`config.mk`:
```
export PLATFORM = sky130hd
export DESIGN_NAME = byte_lane
export DESIGN_NICKNAME = d
export VERILOG_FILES = /design/src/hw/axi_rd_pkg.sv /design/src/hw/byte_lane.sv
export SDC_FILE = /design/constraint.sdc
export NUM_CORES = 1
export LEC_CHECK = 0
export ABC_AREA = 1
export ABC_CLOCK_PERIOD_IN_PS = 800
export BUFFER_PORTS_ARGS = -buffer_cell sky130_fd_sc_hd__clkbuf_2
export CORE_MARGIN = 1
export CORE_UTILIZATION = 14
export DETAILED_ROUTE_END_ITERATION = 8
export PLACE_DENSITY = 0.93
export SYNTH_ARGS = -nofsm -noshare
export SYNTH_HDL_FRONTEND = slang
export SYNTH_SLANG_ARGS = --single-unit
```
`constraint.sdc`:
```
create_clock -name vclk -period 0.8
set_clock_uncertainty 0.1 [all_clocks]
set_input_delay 0.12 -clock vclk [all_inputs]
set_output_delay 0.12 -clock vclk [all_outputs]
set_load 0.01 [all_outputs]
```
`src/hw/axi_rd_pkg.sv`:
```
// AXI read master shared types
package axi_rd_pkg;

	localparam int ADDR_W = 32;
	localparam int DATA_W = 32;
	localparam int LANES = DATA_W / 8;
	localparam int MEM_AW = 12;
	localparam int LEN_W = 4;
	localparam int ID_W = 4;
	localparam int SIZE_W = 3;
	localparam int BURST_W = 2;

	localparam logic [BURST_W-1:0] BURST_FIXED = 2'd0;
	localparam logic [BURST_W-1:0] BURST_INCR = 2'd1;
	localparam logic [BURST_W-1:0] BURST_WRAP = 2'd2;

	// Request as presented by the user side
	typedef struct packed {
		logic [ADDR_W-1:0] addr;
		logic [ID_W-1:0] id;
		logic [LEN_W-1:0] len;
		logic [SIZE_W-1:0] size;
		logic [BURST_W-1:0] burst;
	} rd_req_t;

	// AR payload, same layout as the request
	typedef struct packed {
		logic [ADDR_W-1:0] addr;
		logic [ID_W-1:0] id;
		logic [LEN_W-1:0] len;
		logic [SIZE_W-1:0] size;
		logic [BURST_W-1:0] burst;
	} ar_chan_t;

	typedef struct packed {
		logic [DATA_W-1:0] rdata;
		logic [ID_W-1:0] rid;
		logic rlast;
		logic rvalid;
	} r_chan_t;

	typedef struct packed {
		logic [MEM_AW-1:0] addr;
		logic [MEM_AW-1:0] wrap_base;
		logic [MEM_AW-1:0] wrap_mask;
		logic [SIZE_W-1:0] size;
		logic strobe;
	} beat_ctx_t;

	typedef struct packed {
		logic we;
		logic [MEM_AW-1:0] addr;
		logic [7:0] data;
	} lane_wr_t;

endpackage

```
`src/hw/byte_lane.sv`:
```
// RDATA byte lane
`timescale 1ns/1ps

module byte_lane #(
	parameter int LANE = 0,
	parameter int MEM_BYTES = 4096
) (
	input axi_rd_pkg::beat_ctx_t ctx,
	input logic [axi_rd_pkg::DATA_W-1:0] rdata,
	output axi_rd_pkg::lane_wr_t wr
);

	import axi_rd_pkg::*;

	localparam logic [MEM_AW-1:0] MEM_MASK = MEM_AW'(MEM_BYTES - 1);

	logic [MEM_AW-1:0] lin_addr;
	logic lane_used;

	assign lin_addr = ctx.addr + MEM_AW'(LANE);

	// Lanes beyond the transfer size carry no data
	assign lane_used = LANE < (32'd1 << ctx.size);

	assign wr.we = ctx.strobe && lane_used;
	// Mask is all ones outside WRAP, so this reduces to a plain offset
	assign wr.addr = (ctx.wrap_base | (lin_addr & ctx.wrap_mask)) & MEM_MASK;
	assign wr.data = rdata[8*LANE +: 8];

endmodule

```
==> out/qor.json <==
{
  "cells_and_area": {
    "layout.clock_buffers": 0,
    "n_antenna_cell": 0,
    "flops_and_latches": 0,
    "layout-drive-gt1-share_pct": 57.1,
    "num-nets-final": 158,
    "sequential_cell_area_um2": 0,
    "syn2layout_area_growth_pct": 98.1,
    "multi_input_area_um2": 90.1,
    "final_core_util_pct": 29.9,
    "layout.filler_cells": 158
  },
  "placement": {
    "count_of_input_and_output_buffers": 48,
    "dp_hpwl_um": 645,
    "replace_congestion": 0.659,
    "worst_slack_at_placement_ps": 151
  },
  "timing": {
    "final_critical_path_required_period_ps": 641,
    "max_freq_ghz": 1.56,
    "setup_violations": 0,
    "slew_hr_pct": 95.2,
    "rsz0062_at_grt": "false",
    "hold_violations": 0,
    "final_hold_slack_ps": 140,
    "worst_slew_pin_slew_ps": 73.0,
    "worst_path_setup_slack_after_routing_ps": 159,
    "setup-tns-final_ps": 0,
    "final_max_slew_viols": 0,
    "min_period_over_period_pct": 80.1
  },
  "logic_synthesis": {
    "synthDominantAreaCellType": "nand2_1",
    "yosys.cell_types.count": 4,
    "post-synth-top-count-cell": "nand2_1",
    "yosys_warnings": 0,
    "post-synth-top-area-fraction_pct": 45.3,
    "mappedNetlistNets": 117,
    "postSynthAreaPerCell_um2": 4.42,
    "synth_top_cells_by_count": "nand2_1, inv_1, buf_4",
    "yosysSeqAreaShare_pct": 0,
    "syn_inst": 45,
    "mappedNetlistArea_um2": 199,
    "top_post_synthesis_cells_by_area": "nand2_1, buf_4, inv_1, clkbuf_1"
  },
  "floorplanning": {
    "floorplan.initialDensity_pct": 15.1,
    "die-area_um2": 1580,
    "die-height_um": 39.7,
    "core_area_um2": 1320,
    "floorplan.io_pins": 93,
    "std_cell_rows": 13,
    "die_x_um": 39.7
  },
  "cts": {
    "cts.hold.buffers_added": 0,
    "ctsResizeCount": 0,
    "cts.repair_timing.setup_buffer_count": 0
  },
  "min_path": {
    "worst_hold_path.num_cells": 0,
    "hold_path.class": "primary input to primary output",
    "holdPathEnd": "wr[1]",
    "min-delay-start": "rdata[1]"
  },
  "worst_setup_path": {
    "max_stage_delay_ps": 130,
    "worstPathRequired_ps": 580,
    "crit_path_cell_trace": "clkbuf_2, nand2_1, nand2_1, clkbuf_2",
    "cpLargestDelayFamily": "buffers and inverters",
    "critical_path_class": "primary input to primary output",
    "slowest_stage": "clkbuf_2",
    "critical_path.n_buffers_inverters": 2,
    "cp_data_arrival_time_ps": 420,
    "worstSetupEndpointType": "primary output",
    "timing.critical_path.fanout_max": 1,
    "cp.depth": 4,
    "cp-start-kind": "primary input"
  },
  "pwr": {
    "p_total_w": 0.000183,
    "power-per-cell-area_nw_per_um2": 465,
    "vdd_ir_drop_max_uv": 143,
    "leakagePower_nw": 0.324
  },
  "drt": {
    "wl_cell_um": 6.49,
    "postRouteAntennaNets": 0,
    "vias_after_detailed_routing": 364,
    "route.final.wire_length_um": 643,
    "drt-initial-drc-count": 0,
    "drtPass1Iterations": 1,
    "vias_per_cell": 3.68,
    "post-route-drc-count": 0
  },
  "global_route": {
    "track_usage_pct": 6.63,
    "grt_first_pass_wirelength_um": 772,
    "globalRouteOverflowTotal": 0,
    "grt_antenna_before_repair": 0,
    "first_global_vias": 234,
    "grt_start_max_net_pins": 2
  },
  "outcome": {
    "status": "finished clean"
  },
  "flow_run": {
    "cap_viol_max_count": 0
  }
}
[metal layers]
metal | routed length [µm] | share of wire [%] | vias up | global-route usage (%)
met5 | 0 | 0 | - | 0
met4 | 0 | 0 | 0 | 0
met3 | 118 | 18 | 0 | 1.70
met2 | 328 | 51 | 30 | 16.0
met1 | 196 | 30 | 142 | 4.93
li1 | - | - | 192 | -
[power by group]
part           leakage [nW]  internal [W]  switching (W)  total, W
Combinational         0.324      0.000105      0.0000782  0.000183
Clock                     0             0              0         0
Sequential                0             0              0         0
[cell usage in the layout (no fill, tap or decap)]
master and count:
clkbuf_2 48, inv_1 12, nand2_1 24
[metrics by stage]
step	cells	cell area, µm²
finish	99	394
global route	99	394
CTS	99	394
detailed placement	99	394
global placement	99	394
floorplan	45	199
[cell families (layout without fill, tap and decap cells)]
logic type,count (synthesis),after routing,share of synthesized area [%]
AND/OR/NAND/NOR,24,24,45.3
buffers and inverters,21,60,54.7
[worst max path at each step]
| stage | end | from |
|---|---|---|
| 6_report | wr[15] | ctx[11] |
| 5_1_grt | wr[9] | ctx[29] |
| 4_1_cts | wr[8] | ctx[28] |
| 3_5_place_dp | wr[8] | ctx[28] |
| 3_3_place_gp | wr[8] | ctx[28] |
| 2_1_floorplan | wr[10] | ctx[30] |
[cell type report]
cell class                      instances  area share [%]
Timing Repair Buffer                   48            61.0
Multi-Input combinational cell         24            22.9
Inverter                               12            11.4
Tap cell                               15            4.76
(Power assumes the default switching activity.)
