**src/hw/axi_rd_pkg.sv**
```systemverilog
// AXI read master shared types
package axi_rd_pkg;

	localparam int ADDR_W = 32;
	localparam int DATA_W = 32;
	localparam int LANES = DATA_W / 8;
	localparam int MEM_AW = 12;
	localparam int LEN_W = 4;
	localparam int ID_W = 4;
	localparam int SIZE_W = 3;
	localparam int BURST_W = 2;

	localparam logic [BURST_W-1:0] BURST_FIXED = 2'd0;
	localparam logic [BURST_W-1:0] BURST_INCR = 2'd1;
	localparam logic [BURST_W-1:0] BURST_WRAP = 2'd2;

	// Request as presented by the user side
	typedef struct packed {
		logic [ADDR_W-1:0] addr;
		logic [ID_W-1:0] id;
		logic [LEN_W-1:0] len;
		logic [SIZE_W-1:0] size;
		logic [BURST_W-1:0] burst;
	} rd_req_t;

	// AR payload, same layout as the request
	typedef struct packed {
		logic [ADDR_W-1:0] addr;
		logic [ID_W-1:0] id;
		logic [LEN_W-1:0] len;
		logic [SIZE_W-1:0] size;
		logic [BURST_W-1:0] burst;
	} ar_chan_t;

	typedef struct packed {
		logic [DATA_W-1:0] rdata;
		logic [ID_W-1:0] rid;
		logic rlast;
		logic rvalid;
	} r_chan_t;

	typedef struct packed {
		logic [MEM_AW-1:0] addr;
		logic [MEM_AW-1:0] wrap_base;
		logic [MEM_AW-1:0] wrap_mask;
		logic [SIZE_W-1:0] size;
		logic strobe;
	} beat_ctx_t;

	typedef struct packed {
		logic we;
		logic [MEM_AW-1:0] addr;
		logic [7:0] data;
	} lane_wr_t;

endpackage

```
**src/hw/beat_addr_gen.sv**
```systemverilog
// Beat address generator
`timescale 1ns/1ps

module beat_addr_gen (
	input logic clk,
	input logic resetn,
	input logic burst_active,
	input axi_rd_pkg::ar_chan_t ar,
	input axi_rd_pkg::r_chan_t r,
	output logic rready,
	output logic beat_last,
	output axi_rd_pkg::beat_ctx_t ctx
);

	import axi_rd_pkg::*;

	logic hs;
	logic is_wrap;
	logic [MEM_AW-1:0] step;
	logic [MEM_AW-1:0] win_mask;
	logic [MEM_AW-1:0] next_addr;
	logic [MEM_AW-1:0] beat_addr;
	logic [MEM_AW-1:0] wrap_base;
	logic [MEM_AW-1:0] wrap_mask;

	// Ready through the whole data phase, no back-pressure
	assign rready = burst_active;
	assign hs = r.rvalid && rready;
	assign beat_last = hs && r.rlast;

	assign is_wrap = (ar.burst == BURST_WRAP);
	assign step = MEM_AW'(1) << ar.size;
	// Window is beats times bytes per beat, a power of two
	assign win_mask = ((MEM_AW'(ar.len) + MEM_AW'(1)) << ar.size) - MEM_AW'(1);

	always_comb begin
		case (ar.burst)
			BURST_FIXED: next_addr = beat_addr;
			BURST_INCR: next_addr = beat_addr + step;
			BURST_WRAP: next_addr = wrap_base | ((beat_addr + step) & wrap_mask);
			default: next_addr = beat_addr;
		endcase
	end

	always_ff @(posedge clk or negedge resetn) begin
		if (!resetn) begin
			beat_addr <= '0;
			wrap_base <= '0;
			wrap_mask <= '0;
		end else if (!burst_active) begin
			// Follow the AR payload until the data phase opens
			beat_addr <= ar.addr[MEM_AW-1:0];
			wrap_mask <= is_wrap ? win_mask : '1;
			wrap_base <= is_wrap ? (ar.addr[MEM_AW-1:0] & ~win_mask) : '0;
		end else if (hs) begin
			beat_addr <= next_addr;
		end
	end

	assign ctx.addr = beat_addr;
	assign ctx.wrap_base = wrap_base;
	assign ctx.wrap_mask = wrap_mask;
	assign ctx.size = ar.size;
	assign ctx.strobe = hs;

	size_in_range: assert property (
		@(posedge clk) disable iff (!resetn)
		burst_active |-> ar.size <= SIZE_W'(2)
	);

	wrap_len_legal: assert property (
		@(posedge clk) disable iff (!resetn)
		burst_active && is_wrap |-> ar.len inside {4'd1, 4'd3, 4'd7, 4'd15}
	);

	rid_matches: assert property (
		@(posedge clk) disable iff (!resetn)
		hs |-> r.rid == ar.id
	);

endmodule

```
**config.mk**
```make
export PLATFORM = sky130hd
export DESIGN_NAME = beat_addr_gen
export DESIGN_NICKNAME = d
export VERILOG_FILES = /design/src/hw/axi_rd_pkg.sv /design/src/hw/beat_addr_gen.sv
export SDC_FILE = /design/constraint.sdc
export NUM_CORES = 1
export LEC_CHECK = 0
export ABC_AREA = 1
export ABC_CLOCK_PERIOD_IN_PS = 3150
export BUFFER_PORTS_ARGS = -buffer_cell sky130_fd_sc_hd__buf_4
export CAP_MARGIN = 0
export CELL_PAD_IN_SITES_DETAIL_PLACEMENT = 1
export CELL_PAD_IN_SITES_GLOBAL_PLACEMENT = 2
export CORE_AREA = 2 2 108 110
export CTS_CLUSTER_SIZE = 10
export DETAILED_ROUTE_END_ITERATION = 8
export DIE_AREA = 0 0 110 112
export PLACE_DENSITY_LB_ADDON = 0.15
export SYNTH_ARGS = -nofsm -noshare
export SYNTH_HDL_FRONTEND = slang
export SYNTH_SLANG_ARGS = --single-unit
```
**constraint.sdc**
```tcl
create_clock -name clk -period 3.15 [get_ports clk]
set_input_delay 0.63 -clock clk [delete_from_list [all_inputs] [get_ports clk]]
set_output_delay 0.63 -clock clk [all_outputs]
set_load 0.02 [all_outputs]
```
==> impl_metrics.py <==
metrics = {
    "cts": {
        "clk_pin_slew_ns": 0.06,
        "cts_resized": 0,
        "clock_sinks": 36,
        "clkLatencyLatePin_ns": 0.28,
        "cts_root_buffer": "clkbuf_16",
        "cts_setup_buffers": 0,
        "htree_levels": 2,
        "cts_tree": "yes",
        "cts_hold_buf": 0,
        "cts_buffers": 5,
        "clock_path_buffers": 2,
    },
    "synthesis": {
        "synthDistinctLibCells": 44,
        "synth-seq-area-share_pct": 31.8,
        "yosys_register_bits": 36,
        "syn_area_per_cell_um2": 6.99,
        "syn_area_um2": 2830,
        "synthesis.nets": 502,
        "syn_inst": 405,
        "yosys.area.top_type_share_pct": 31.8,
        "ys_warn_count": 0,
        "synth.area.top_cells": "dfrtp_1 32%, nand2_1 13%, a21oi_1 5.7%",
        "yosys.area.top_type": "dfrtp_1",
    },
    "critical_path": {
        "end_kind": "flop",
        "crit_path_top_delay_cell": "ha_1",
        "arrival_ns": 2.89,
        "critPathKind": "in -> reg",
        "worstPathRequired_ns": 3.31,
        "crit_buf_inv": 2,
        "critical_path.cell_chain": "buf_4 -> inv_2 -> nand2_1 -> nor2_1 -> ha_1 -> a21oi_1 -> nand2_1 -> a21oi_1 -> o21ai_0 -> o21ai_0 -> a21oi_1 -> o21ai_0 -> nand2_1",
        "cp_max_fo": 14,
        "crit_family": "compound AO/OA/AOI/OAI gates",
        "cp_slowest_stage_delay_ns": 0.33,
        "critPathLaunchType": "input pin",
    },
    "final_layout": {
        "nFillCells": 1396,
        "mostFrequentLayoutCell": "nand2_1",
        "drive_above_1_share_pct": 23.6,
        "stdcell_area_um2": 3560,
        "most-common-layout-cells": "97 x nand2_1, 72 x buf_4, 39 x inv_1",
        "areaGrowthSynthToFinish_pct": 26.0,
        "fin_nets": 561,
        "antenna_cells": 0,
    },
    "global_route": {
        "antenna_found_initial": 0,
        "grt_usage_pct": 16.3,
        "grt_pass1_vias": 3037,
        "grt.overflow.total": 0,
        "grt_pass1_wl_um": 15800,
        "grt_max_degree": 48,
    },
    "sta": {
        "setup_viol": 0,
        "setup_slack_ns": 0.415,
        "finalHoldViolCount": 0,
        "post-route-min-period_ns": 2.73,
        "fin_crit_sh_pct": 86.8,
        "setup-tns-final_ns": 0,
        "slew_viol_final": 0,
        "rsz0062_at_grt": "no",
        "slew_headroom_pct": 66.3,
        "clock_skew_ns": 0.00381,
        "worst_pin_slew_ns": 0.505,
        "max_freq_ghz": 0.366,
    },
    "detailed_routing": {
        "postRouteAntennaNets": 0,
        "route.detailed.drc": 0,
        "routed_wl_um": 9520,
        "viasPerCell": 4.77,
        "drtPass1Iterations": 4,
        "drt-initial-drc-count": 107,
        "vias": 2888,
        "routedWlPerCell_um": 15.7,
    },
    "placement": {
        "port_buffers": 67,
        "place_hpwl_um": 7440,
        "placed_cell_area_um2": 3440,
        "pre_cts_ws_ns": 0.120,
        "routabilityCongestion": 0.757,
    },
    "power_and_ir_drop": {
        "p_total_uw": 1610,
        "p_int_uw": 1010,
        "power.switching_uw": 592,
        "power_frac_seq_pct": 35.5,
        "p_comb_share_pct": 35.7,
        "switching_share_pct": 36.9,
        "clockPowerShare_pct": 28.8,
        "peakVddDrop_mv": 0.173,
        "leakage_uw": 0.00182,
        "p_per_area_nw_per_um2": 451,
    },
    "job": {
        "drv_cap": 0,
    },
    "floorplan": {
        "die_y_um": 112,
        "initial_core_util_pct": 25.3,
        "core_area_um2": 11200,
        "die_w_um": 110,
        "dieArea_um2": 12300,
        "io_pins": 128,
        "num_rows": 39,
    },
    "status": {
        "status": "complete, no violations",
    },
    "worst_hold_path": {
        "hold_path_class": "in -> async",
    },
}
[registers in the layout, indices dropped and copies added (netlist names)]
register	count
beat_addr	12
wrap_base	12
wrap_mask	12
[logic make-up after synthesis]
family | synth area share [%]
adder cells (fa/ha/maj) | 5.13
flip-flops | 31.8
XOR/XNOR | 0.929
AO/OA/AOI/OAI | 18.8
buffers and inverters | 10.0
AND/OR/NAND/NOR | 33.3
[synthesized netlist by cell type (all sizes together)]
| cell type | number |
|---|---|
| o211ai | 3 |
| nor2 | 41 |
| o22ai | 1 |
| dfrtp | 36 |
| nand3b | 1 |
| fa | 1 |
| xnor2 | 2 |
| a21o | 1 |
| clkbuf | 7 |
| a221oi | 2 |
| ha | 10 |
| inv | 46 |
| nor3 | 3 |
| o21ai | 30 |
| buf | 13 |
| or2 | 1 |
| o2111ai | 2 |
| o21a | 1 |
| nand3 | 41 |
| nand4 | 6 |
| xor2 | 1 |
| o221ai | 1 |
| nand2 | 103 |
| a22oi | 3 |
| a21boi | 1 |
| a21oi | 34 |
| and2b | 1 |
| a211oi | 1 |
| a31oi | 12 |
[final cells by class]
type	count	area (µm²)	share of cell area, %
flip-flops and latches	36	901	25.3
repair buffers	72	541	15.2
well taps	143	179	5.02
inverters	46	173	4.85
clock buffers	5	125	3.51
multi-input cells	303	1650	46.2
[power groups by stage]
stage	Combinational, µW	Sequential (µW)	Clock [µW]
after floorplan	304	630	0
after global routing	644	579	491
final	574	569	462
after detailed placement	583	580	0
after global placement	576	578	0
after CTS	585	571	480
[metal layers]
metal / wire (µm) / track usage (%)
met1: 4540 / 22.0
met2: 4700 / 28.0
met3: 173 / 1.41
met4: 106 / 3.80
met5: 0 / 0
[stage by stage]
stage,hold WS [ns],utilization [%],instances
2_1_floorplan,0.334,-,405
3_3_place_gp,0.492,30.8,600
3_5_place_dp,0.492,30.8,600
4_1_cts,0.345,31.9,605
5_1_grt,0.365,31.9,605
6_report,0.326,31.9,605
[worst paths after layout]
| kind | end | start | slack (ns) | depth (start not counted) |
|---|---|---|---|---|
| setup / recovery | beat_addr[9] | ar[2] | 0.42 | 13 |
| hold / removal | beat_addr[1] | resetn | 0.33 | 1 |
| setup reg to reg | beat_addr[8] | beat_addr[0] | 0.81 | 11 |
| hold reg to reg | wrap_mask[11] | wrap_mask[11] | 0.50 | 2 |
| max in group asynchronous | wrap_base[9] | resetn | 2.47 | 1 |
| min in group clk | wrap_mask[11] | wrap_mask[11] | 0.50 | 2 |
No activity file was read; power rests on OpenSTA's default activity.
