### src/hw/axi_rd_pkg.sv
// AXI read master shared types
package axi_rd_pkg;

	localparam int ADDR_W = 32;
	localparam int DATA_W = 32;
	localparam int LANES = DATA_W / 8;
	localparam int MEM_AW = 12;
	localparam int LEN_W = 4;
	localparam int ID_W = 4;
	localparam int SIZE_W = 3;
	localparam int BURST_W = 2;

	localparam logic [BURST_W-1:0] BURST_FIXED = 2'd0;
	localparam logic [BURST_W-1:0] BURST_INCR = 2'd1;
	localparam logic [BURST_W-1:0] BURST_WRAP = 2'd2;

	// Request as presented by the user side
	typedef struct packed {
		logic [ADDR_W-1:0] addr;
		logic [ID_W-1:0] id;
		logic [LEN_W-1:0] len;
		logic [SIZE_W-1:0] size;
		logic [BURST_W-1:0] burst;
	} rd_req_t;

	// AR payload, same layout as the request
	typedef struct packed {
		logic [ADDR_W-1:0] addr;
		logic [ID_W-1:0] id;
		logic [LEN_W-1:0] len;
		logic [SIZE_W-1:0] size;
		logic [BURST_W-1:0] burst;
	} ar_chan_t;

	typedef struct packed {
		logic [DATA_W-1:0] rdata;
		logic [ID_W-1:0] rid;
		logic rlast;
		logic rvalid;
	} r_chan_t;

	typedef struct packed {
		logic [MEM_AW-1:0] addr;
		logic [MEM_AW-1:0] wrap_base;
		logic [MEM_AW-1:0] wrap_mask;
		logic [SIZE_W-1:0] size;
		logic strobe;
	} beat_ctx_t;

	typedef struct packed {
		logic we;
		logic [MEM_AW-1:0] addr;
		logic [7:0] data;
	} lane_wr_t;

endpackage

### src/hw/ar_channel.sv
// Read address channel FSM
`timescale 1ns/1ps

module ar_channel (
	input logic clk,
	input logic resetn,
	input axi_rd_pkg::rd_req_t req,
	output axi_rd_pkg::ar_chan_t ar,
	output logic arvalid,
	input logic arready,
	input logic beat_last,
	output logic burst_active,
	output logic done
);

	import axi_rd_pkg::*;

	typedef enum logic [1:0] {
		s_idle,
		s_addr,
		s_data,
		s_close
	} state_t;

	state_t state;
	logic start;

	// Level start, any nonzero address while idle
	assign start = (state == s_idle) && (req.addr != '0);

	always_ff @(posedge clk or negedge resetn) begin
		if (!resetn) begin
			state <= s_idle;
		end else begin
			case (state)
				s_idle: begin
					if (start)
						state <= s_addr;
				end
				s_addr: begin
					if (arready)
						state <= s_data;
				end
				s_data: begin
					if (beat_last)
						state <= s_close;
				end
				default: begin
					state <= s_idle;
				end
			endcase
		end
	end

	always_ff @(posedge clk) begin
		if (start)
			ar <= ar_chan_t'(req);
	end

	assign arvalid = (state == s_addr);
	assign burst_active = (state == s_data);
	// One step after RLAST before the next request
	assign done = (state == s_close);

	ar_payload_stable: assert property (
		@(posedge clk) disable iff (!resetn)
		arvalid && !arready |=> arvalid && $stable(ar)
	);

endmodule

### config.mk
export PLATFORM = sky130hd
export DESIGN_NAME = ar_channel
export DESIGN_NICKNAME = d
export VERILOG_FILES = /design/src/hw/axi_rd_pkg.sv /design/src/hw/ar_channel.sv
export SDC_FILE = /design/constraint.sdc
export NUM_CORES = 1
export LEC_CHECK = 0
export BUFFER_PORTS_ARGS = -buffer_cell sky130_fd_sc_hd__buf_4
export CORE_MARGIN = 3
export CORE_UTILIZATION = 45
export DETAILED_ROUTE_END_ITERATION = 10
export GPL_TIMING_DRIVEN = 0
export PLACE_DENSITY = 0.84
export SLEW_MARGIN = 20
export SYNTH_ARGS = -nofsm -noshare
export SYNTH_HDL_FRONTEND = slang
export SYNTH_SLANG_ARGS = --single-unit
### constraint.sdc
create_clock -name clk -period 7.5 [get_ports clk]
set_input_delay 0.75 -clock clk [delete_from_list [all_inputs] [get_ports clk]]
set_output_delay 0.75 -clock clk [all_outputs]
set_load 0.01 [all_outputs]
==> results of run 1 <==
==> registers in the layout (all words and copies together), names as in the netlist <==
signal	count
state	2
ar	45
==> critical path, stage by stage, from the launching register on <==
cell and delay, ns:
dfrtp_1 0.46, inv_1 0.10, ha_1 0.24, buf_4 0.15
==> area by class of cell <==
cell class | count | share of cell area
Tap cell | 46 | 0.0231
Clock inverter | 3 | 0.00804
Timing Repair Buffer | 97 | 0.297
Sequential cell | 47 | 0.563
Clock buffer | 5 | 0.0151
Multi-Input combinational cell | 25 | 0.0844
Inverter | 6 | 0.00905
==> layer usage <==
metal,global-route usage,vias to the layer above,wire [µm]
met1,0.216,508,1400
li1,-,518,-
met4,0.0685,0,41
met5,0,-,0
met3,0.0629,5,453
met2,0.311,73,1940
==> worst paths after layout <==
check | startpoint | to | slack, ns | cells after the start
setup / recovery | state[0] | burst_active | 5.44 | 3
hold / removal | resetn | state[0] | 0.14 | 1
setup reg to reg | state[0] | ar[43] | 5.67 | 5
hold reg to reg | state[1] | state[1] | 0.64 | 1
max in group asynchronous | resetn | state[1] | 7.27 | 1
min in group clk | req[11] | ar[11] | 0.55 | 1
==> report_power, final <==
part | switching (mW) | internal, mW
Clock | 0.0781 | 0.0358
Sequential | 0.0283 | 0.402
Combinational | 0.162 | 0.148
==> per-stage QoR <==
stage | util | std cells | total power [mW] | hold slack, ns | instance area [µm²]
floorplan | - | 78 | 0.565 | 0.454 | 1630
global placement | 0.704 | 220 | 0.725 | 0.532 | 2400
detailed placement | 0.712 | 221 | 0.750 | 0.535 | 2430
CTS | 0.729 | 229 | 0.865 | 0.123 | 2490
global route | 0.729 | 229 | 0.906 | 0.114 | 2490
finish | 0.729 | 229 | 0.854 | 0.144 | 2490
==> placed cells by master (no fill, tap or decap) <==
cell and count:
dfrtp_1 2, ha_1 5, nor2_4 1, o31ai_1 1, nor4_2 1, a22oi_1 1
clkinvlp_4 2, inv_1 6, or4_1 1, buf_4 96, nand3_1 1, buf_12 1
and3_1 1, nor2_1 1, mux2_2 1, mux2i_1 1, o2111ai_1 1, nand4_1 2
edfxtp_1 45, clkinv_2 1, nor4_1 7, clkbuf_4 5
==> kinds of logic (layout without fill, tap and decap cells) <==
| family | Yosys count | in the layout | share of synthesized area |
|---|---|---|---|
| simple gates | 15 | 15 | 0.0585 |
| buf+inv | 6 | 111 | 0.0138 |
| compound gates | 3 | 3 | 0.0146 |
| mux | 2 | 2 | 0.0131 |
| fa+ha+maj | 5 | 5 | 0.0385 |
| flops | 47 | 47 | 0.862 |
==> flow_metrics.tcl, run 1 <==
set metrics [dict create \
    status "finished clean" \
    cts_sinks 47 \
    relSlewSlack 0.672 \
    cp_max_fo 5 \
    clock_latency_ns 0.36 \
    fin_crit_sh 0.275 \
    multiInputGateArea_um2 210 \
    grt_pass1_vias 1105 \
    drv_slew 0 \
    htree_levels 2 \
    clock-root-buffer "clkbuf_4" \
    async_reset_ff_frac 0.0426 \
    synth-seq-area-share 0.862 \
    fmax_mhz 485 \
    gr-usage-all-layers 0.184 \
    synthTopCellsByArea "edfxtp_1 83%, ha_1 3.8%, dfrtp_1 3.1%" \
    ys_warn_count 0 \
    place_ws_ns 5.23 \
    ys_types 16 \
    worst_ep_required_time_ns 6.75 \
    worst_pin_slew_ns 0.491 \
    ys.flop_type "edfxtp_1" \
    cts_tree "done" \
    min_period_ns 2.06 \
    num_vias 1104 \
    pin_count 97 \
    clk_pin_slew_worst_paths_ns 0.13 \
    drt-initial-drc-count 77 \
    drt_drc_violations_left 0 \
    dieArea_um2 4370 \
    drive_gt1_frac 0.590 \
    cts_buffers 5 \
    yosys_register_bits 47 \
    die_w_um 66.1 \
    cts_hold_buf 0 \
    grt_start_max_net_pins 32 \
    leakagePower_nw 1.05 \
    postRouteAntennaNets 0 \
    cts_resized 0 \
    end_kind "output port" \
    core-area_um2 3420 \
    crit_type "reg2out" \
    rows 21 \
    grt_first_pass_wirelength_mm 5.73 \
    routedWlPerCell_um 16.7 \
    final_nets 236 \
    tns_ns 0 \
    finalWirelength_mm 3.83 \
    clk_path_buf_depth 2 \
    diodes 0 \
    yosys.area.top_type "edfxtp_1" \
    max-vdd-ir-drop_mv 0.228 \
    nFillCells 250 \
    synth_top_area_frac 0.831 \
    antenna_found_initial 0 \
    post_drt_via_cell_ratio 4.82 \
    final-hold-violation-count 0 \
    cts_setup_buffers 0 \
    first_pass_iters 4 \
    regArea_um2 1400 \
    syn_nets 132 \
    critPathLaunchType "register" \
    setup_violations 0 \
    area_delta_synth_final_pct 53.1 \
    dp_hpwl_mm 3.08 \
    synth_cells 78 \
    worstPathArrival_ns 1.31 \
    synthTopCellsByCount "45 x edfxtp_1, 7 x nor4_1, 6 x inv_1, 5 x ha_1" \
    synth_most_common_cell "edfxtp_1" \
    rsz0062_at_grt "false" \
    finalClockSkew_ns 0.00413 \
    syn_avg_cell_area_um2 20.9 \
    netlist_area_um2 1630 \
    synth_edf_count 45 \
    initial_core_util 0.476 \
    grt.overflow.total 0 \
    setup_ws_ns 5.44 \
    die_y_um 66.1 \
    portBuffers 96 \
    hp-class "in2async" \
    maxCapViolations 0 \
    gp_congestion 0.754 \
    p_per_area_nw_per_um2 343 \
]
No activity file was read; power rests on OpenSTA's default activity.
==> run 2: changes to the inputs <==
--- a/config.mk
+++ b/config.mk
@@ -7,10 +7,10 @@
 export LEC_CHECK = 0
 export BUFFER_PORTS_ARGS = -buffer_cell sky130_fd_sc_hd__buf_4
 export CORE_MARGIN = 3
-export CORE_UTILIZATION = 45
+export CORE_UTILIZATION = 42
 export DETAILED_ROUTE_END_ITERATION = 10
 export GPL_TIMING_DRIVEN = 0
-export PLACE_DENSITY = 0.84
+export PLACE_DENSITY = 0.79
 export SLEW_MARGIN = 20
 export SYNTH_ARGS = -nofsm -noshare
 export SYNTH_HDL_FRONTEND = slang
==> constraint.sdc (replaced) <==
create_clock -name clk -period 2.1 [get_ports clk]
set_input_delay 0.21 -clock clk [delete_from_list [all_inputs] [get_ports clk]]
set_output_delay 0.21 -clock clk [all_outputs]
set_load 0.01 [all_outputs]
==> run 2 against run 1 <==
Sequential power rose to 3.6 times the previous value. Setup slack got worse by 5.1 ns. Clock skew is 0.0035 ns higher. Count of clock-buffer cells in the layout grew 1. Sequential share of layout area shrank 0.53 points. Register-to-register slack worse by 5.3 ns. Critical path depth grew 1. Worst hold slack worse by 0.047 ns.
==> flow_metrics.tcl, run 2 (synthesis results as in run 1) <==
set metrics [dict create \
    status "finished clean" \
    finalWirelength_mm 3.69 \
    m1WireLength_mm 1.39 \
    wl_met3_um 418 \
    worst_pin_slew_ns 0.614 \
    drive_gt1_frac 0.571 \
    max-vdd-ir-drop_mv 0.676 \
    top_register "ar" \
    grt_start_max_net_pins 24 \
    min_period_ns 1.73 \
    tns_ns 0 \
    p_clk_frac 0.159 \
    clock_latency_ns 0.29 \
    maxCapViolations 0 \
    cp_max_fo 23 \
    end_kind "register" \
    final-hold-violation-count 0 \
    worstPathArrival_ns 1.65 \
    htree_levels 2 \
    rrSetupSlack_ns 0.37 \
    first_pass_iters 4 \
    hp-class "in2reg" \
    gr-usage-all-layers 0.156 \
    dieArea_um2 4660 \
    gp_congestion 0.714 \
    diodes 0 \
    grt_pass1_vias 1059 \
    finalClockSkew_ns 0.00763 \
    cts_sinks 47 \
    cts_buffers 5 \
    place_ws_ns -0.0453 \
    critPathLaunchType "register" \
    most-common-layout-cells "96 x buf_4, 45 x edfxtp_1, 7 x nor4_1" \
    rsz0062_at_grt "false" \
    final_nets 237 \
    postRouteAntennaNets 0 \
    comb_power_share 0.342 \
    clock-root-buffer "clkbuf_8" \
    grt.overflow.total 0 \
    final_util 0.714 \
    regArea_um2 1400 \
    fin_crit_sh 0.823 \
    setup_violations 0 \
    setup_ws_ns 0.372 \
    initial_core_util 0.462 \
    power_switching_uw 939 \
    antenna_found_initial 0 \
    largest_reg_flops 45 \
    area_delta_synth_final_pct 54.5 \
    cts_setup_buffers 0 \
    intPower_mw 2.16 \
    final_common_cell "buf_4" \
    clk_pin_slew_worst_paths_ns 0.08 \
    die_y_um 68.2 \
    switching_share 0.303 \
    cts_tree "done" \
    routedWlPerCell_um 16.1 \
    top_layer_used "met4" \
    worst_ep_required_time_ns 2.03 \
    nFillCells 249 \
    pin_count 97 \
    drt-initial-drc-count 54 \
    core-area_um2 3520 \
    top_regs "ar (45), state (2)" \
    post_drt_via_cell_ratio 4.77 \
    worst_hold_slack_ns 0.0971 \
    crit_type "reg2reg" \
    stdcell_area_um2 2510 \
    multiInputGateArea_um2 221 \
    leakagePower_nw 1.06 \
    die_w_um 68.2 \
    seq_power_share 0.498 \
    drv_slew 0 \
    relSlewSlack 0.590 \
    grt_first_pass_wirelength_mm 5.15 \
    portBuffers 96 \
    placed_area_um2 2410 \
    rows 21 \
    clk_path_buf_depth 2 \
    fmax_mhz 579 \
    num_vias 1098 \
    drt_drc_violations_left 0 \
    p_per_area_nw_per_um2 1230 \
    dr_wl_met2_mm 1.84 \
]
[run 2: changes by cell type in the layout (fill, tap and decap cells not counted), sizes merged]
cell	change
clkbuf	+1
buf	-1
nor2	+1
clkinvlp	-2
dlygate4sd3	+1
clkinv	+1
[run 2: path summary, 6_finish.rpt]
| kind | from | endpoint | cells past startpoint |
|---|---|---|---|
| max | state[0] | ar[43] | 4 |
| min | req[6] | ar[6] | 1 |
| max reg2reg | state[0] | ar[43] | 4 |
| min reg2reg | state[0] | state[0] | 2 |
| max in group asynchronous | resetn | state[1] | 2 |
| min in group asynchronous | resetn | state[0] | 2 |
[run 2: per-stage QoR]
| step | power (mW) | cells |
|---|---|---|
| 4_1_cts | 3.12 | 230 |
| 6_report | 3.10 | 230 |
| 2_1_floorplan | 2.01 | 78 |
| 3_3_place_gp | 2.59 | 220 |
| 3_5_place_dp | 2.63 | 220 |
| 5_1_grt | 3.28 | 230 |
[run 2: per-layer routing]
metal / global-route usage / up-vias
met5: 0 / -
met4: 0.0447 / 0
met3: 0.0525 / 5
met2: 0.266 / 63
met1: 0.187 / 507
li1: - / 523
[run 2: critical path, stage by stage, from the launching register on]
cell	delay [ns]
dfrtp_1	0.43
inv_1	0.11
ha_1	0.18
inv_1	0.13
nor2_4	0.50
[run 2: what timing repair did]
item                                    CTS  global route
hold buffers                              1             0
resized for setup                         0             1
gates cloned                              1             0
hold endpoints to repair                  2             0
pin swaps                                 1             0
endpoints found under the setup margin   45            22
[run 2: power by group through the flow]
stage | logic [mW] | clock network [mW] | registers, mW
CTS | 1.07 | 0.503 | 1.55
floorplan | 0.305 | 0 | 1.71
detailed placement | 1.06 | 0 | 1.58
global route | 1.16 | 0.549 | 1.58
finish | 1.06 | 0.494 | 1.54
global placement | 1.03 | 0 | 1.56
[run 2: area by class of cell]
type / count / area share
inverters: 6 / 0.00896
clock inverters: 2 / 0.00299
multi-input cells: 26 / 0.0881
clock buffers: 6 / 0.0289
repair buffers: 97 / 0.291
flip-flops and latches: 47 / 0.557
well taps: 46 / 0.0229
==> run 3: changes to the inputs <==
--- a/config.mk
+++ b/config.mk
@@ -5,12 +5,13 @@
 export SDC_FILE = /design/constraint.sdc
 export NUM_CORES = 1
 export LEC_CHECK = 0
+export ABC_AREA = 1
 export BUFFER_PORTS_ARGS = -buffer_cell sky130_fd_sc_hd__buf_4
 export CORE_MARGIN = 3
-export CORE_UTILIZATION = 42
+export CORE_UTILIZATION = 38
 export DETAILED_ROUTE_END_ITERATION = 10
 export GPL_TIMING_DRIVEN = 0
-export PLACE_DENSITY = 0.79
+export PLACE_DENSITY = 0.75
 export SLEW_MARGIN = 20
 export SYNTH_ARGS = -nofsm -noshare
 export SYNTH_HDL_FRONTEND = slang
==> constraint.sdc (replaced) <==
create_clock -name clk -period 1.5 [get_ports clk]
set_input_delay 0.15 -clock clk [delete_from_list [all_inputs] [get_ports clk]]
set_output_delay 0.15 -clock clk [all_outputs]
set_load 0.01 [all_outputs]
==> run 3 against run 2 <==
Worst hold slack got worse by 0.065 ns. Count of clock-buffer cells in the layout stayed put. Clock power grew 110%. Non-clock buffer count up 9. Largest power group unchanged.
==> flow_metrics.tcl, run 3 <==
set metrics [dict create \
    netlist_area_um2 1660 \
    max-vdd-ir-drop_mv 0.826 \
    synth.area.mux_share 0 \
    cts_tree "done" \
    power_switching_mw 1.47 \
    rows 23 \
    grt_pass1_vias 1134 \
    hp-class "in2reg" \
    stdcell_area_um2 2720 \
    min_period_ns 1.44 \
    worstPathArrival_ns 1.45 \
    clk_pin_slew_worst_paths_ns 0.08 \
    cts_sinks 47 \
    die_w_um 72.1 \
    cp_max_fo 7 \
    ys.flop_type "edfxtp_1" \
    ys_warn_count 0 \
    finalWirelength_mm 4.06 \
    top_register "ar" \
    synth_top_family_by_area "simple AND/OR/NAND/NOR gates" \
    drt_drc_violations_left 0 \
    critPathLaunchType "register" \
    final_common_cell "buf_4" \
    switching_share 0.287 \
    p_per_area_nw_per_um2 1890 \
    multiInputGateArea_um2 265 \
    crit_slowest_cell "dfrtp_1" \
    cts_buffers 5 \
    initial_core_util 0.403 \
    synth_edf_count 45 \
    nFillCells 317 \
    top_regs "ar (45), state (2)" \
    setup_violations 0 \
    crit_type "reg2reg" \
    pin_count 97 \
    worst_pin_slew_ns 0.322 \
    synthTopCellsByCount "45 x edfxtp_1, 21 x nor2_1, 14 x nand2_1, 5 x ha_1, 5 x inv_1" \
    leakagePower_nw 1.17 \
    drv_slew 0 \
    end_kind "register" \
    area_delta_synth_final_pct 63.8 \
    synth_compound_area_frac 0.00679 \
    ys_types 12 \
    finalClockSkew_ns 0.00511 \
    core-area_um2 4120 \
    placed_area_um2 2480 \
    synth-seq-area-share 0.845 \
    final_nets 268 \
    die_y_um 72.1 \
    drt-initial-drc-count 104 \
    clk_path_buf_depth 2 \
    synth_cells 100 \
    synthTopCellsByArea "edfxtp_1 82%, nor2_1 4.8%, ha_1 3.8%" \
    crit_chain "inv_2, ha_4, inv_2, nor2_4, clkbuf_16" \
    dieArea_um2 5190 \
    worst_hold_slack_ns 0.0322 \
    max_stage_delay_ns 0.44 \
    synth_top_area_frac 0.815 \
    gp_congestion 0.714 \
    tns_ns 0 \
    relSlewSlack 0.785 \
    clock-root-buffer "clkbuf_8" \
    final-hold-violation-count 0 \
    synth_adder_area_share 0.0377 \
    fin_crit_sh 0.958 \
    synth_most_common_cell "edfxtp_1" \
    diodes 0 \
    largest_reg_flops 45 \
    postRouteAntennaNets 0 \
    num_vias 1215 \
    most-common-layout-cells "101 x buf_4, 45 x edfxtp_1, 20 x nor2_1" \
    portBuffers 96 \
    syn_nets 154 \
    post_drt_via_cell_ratio 4.58 \
    routedWlPerCell_um 15.3 \
    synthXorXnorAreaFrac 0 \
    regArea_um2 1400 \
    yosys.area.top_type "edfxtp_1" \
    first_pass_iters 4 \
    p_clk_frac 0.207 \
    htree_levels 2 \
    fmax_mhz 696 \
    rsz0062_at_grt "false" \
    status "finished clean" \
    grt_first_pass_wirelength_mm 5.63 \
    maxCapViolations 0 \
    comb_power_share 0.368 \
    seq_power_share 0.425 \
    synthSimpleGateAreaFrac 0.0966 \
    yosys_register_bits 47 \
    async_reset_ff_frac 0.0426 \
    syn_avg_cell_area_um2 16.6 \
    dp_hpwl_mm 3.06 \
    grt.overflow.total 0 \
    grt_start_max_net_pins 26 \
    intPower_mw 3.65 \
    crit_top_cell "inv_2" \
    worst_ep_required_time_ns 1.51 \
    antenna_found_initial 0 \
    gr-usage-all-layers 0.147 \
    drive_gt1_frac 0.567 \
    clock_latency_ns 0.29 \
]
-- run 3: cell families after synthesis --
logic type | count (synthesis)
AOI/OAI and AO/OA | 2
adders and majority gates | 5
buffers and inverters | 6
DFF | 47
and+or+nand+nor | 40
-- run 3: worst paths after layout --
path	start	end	slack (ns)	depth (start not counted)
max reg2reg	state[1]	ar[8]	0.06	5
min reg2reg	state[0]	state[0]	0.58	2
min	req[1]	ar[1]	0.03	1
max in group asynchronous	resetn	state[1]	1.26	2
max	state[1]	ar[8]	0.06	5
min in group asynchronous	resetn	state[0]	0.16	2
-- run 3: area by class of cell --
cell class	count	area share
well taps	50	0.0230
repair buffers	106	0.306
multi-input cells	48	0.0977
clock inverters	2	0.0221
flip-flops and latches	47	0.516
clock buffers	6	0.0267
inverters	6	0.00829
-- run 3: power by group through the flow --
| stage | Sequential [mW] | Combinational, mW | Clock (mW) |
|---|---|---|---|
| final | 2.18 | 1.89 | 1.06 |
| after global routing | 2.21 | 2.04 | 1.15 |
| after CTS | 2.18 | 1.72 | 1.09 |
| after detailed placement | 2.21 | 1.62 | 0 |
| after global placement | 2.20 | 1.50 | 0 |
| after floorplan | 2.42 | 0.445 | 0 |
-- run 3: metal layers --
| metal | GRT usage | wire [µm] | up-vias | part of all wire |
|---|---|---|---|---|
| met4 | 0.0501 | 34 | 0 | 0.0084 |
| met1 | 0.190 | 1750 | 553 | 0.43 |
| met3 | 0.0471 | 438 | 5 | 0.11 |
| li1 | - | - | 578 | - |
| met2 | 0.236 | 1830 | 79 | 0.45 |
| met5 | 0 | 0 | - | 0 |
-- run 3: repair_timing --
action,CTS,global route
gates resized for setup,1,6
hold buffers,1,0
setup endpoints to repair,45,45
cloned,1,2
hold endpoints to repair,2,0
setup buffers,2,4
pin swaps,1,1
-- run 3: through the flow --
| step | util | setup slack, ns | total power, mW | instances |
|---|---|---|---|---|
| 2_1_floorplan | - | -0.289 | 2.86 | 100 |
| 3_3_place_gp | 0.596 | -0.564 | 3.70 | 246 |
| 3_5_place_dp | 0.602 | -0.352 | 3.83 | 247 |
| 4_1_cts | 0.643 | 0.0361 | 4.99 | 259 |
| 5_1_grt | 0.660 | 0.0127 | 5.40 | 265 |
| 6_report | 0.660 | 0.0636 | 5.12 | 265 |
-- run 3: worst max-delay path, delay by kind of cell, from the launching register on --
kind / cells / cell delay (ns)
adder cells (fa/ha/maj): 1 / 0.14
flip-flops: 1 / 0.44
AND/OR/NAND/NOR: 1 / 0.20
buffers and inverters: 3 / 0.37
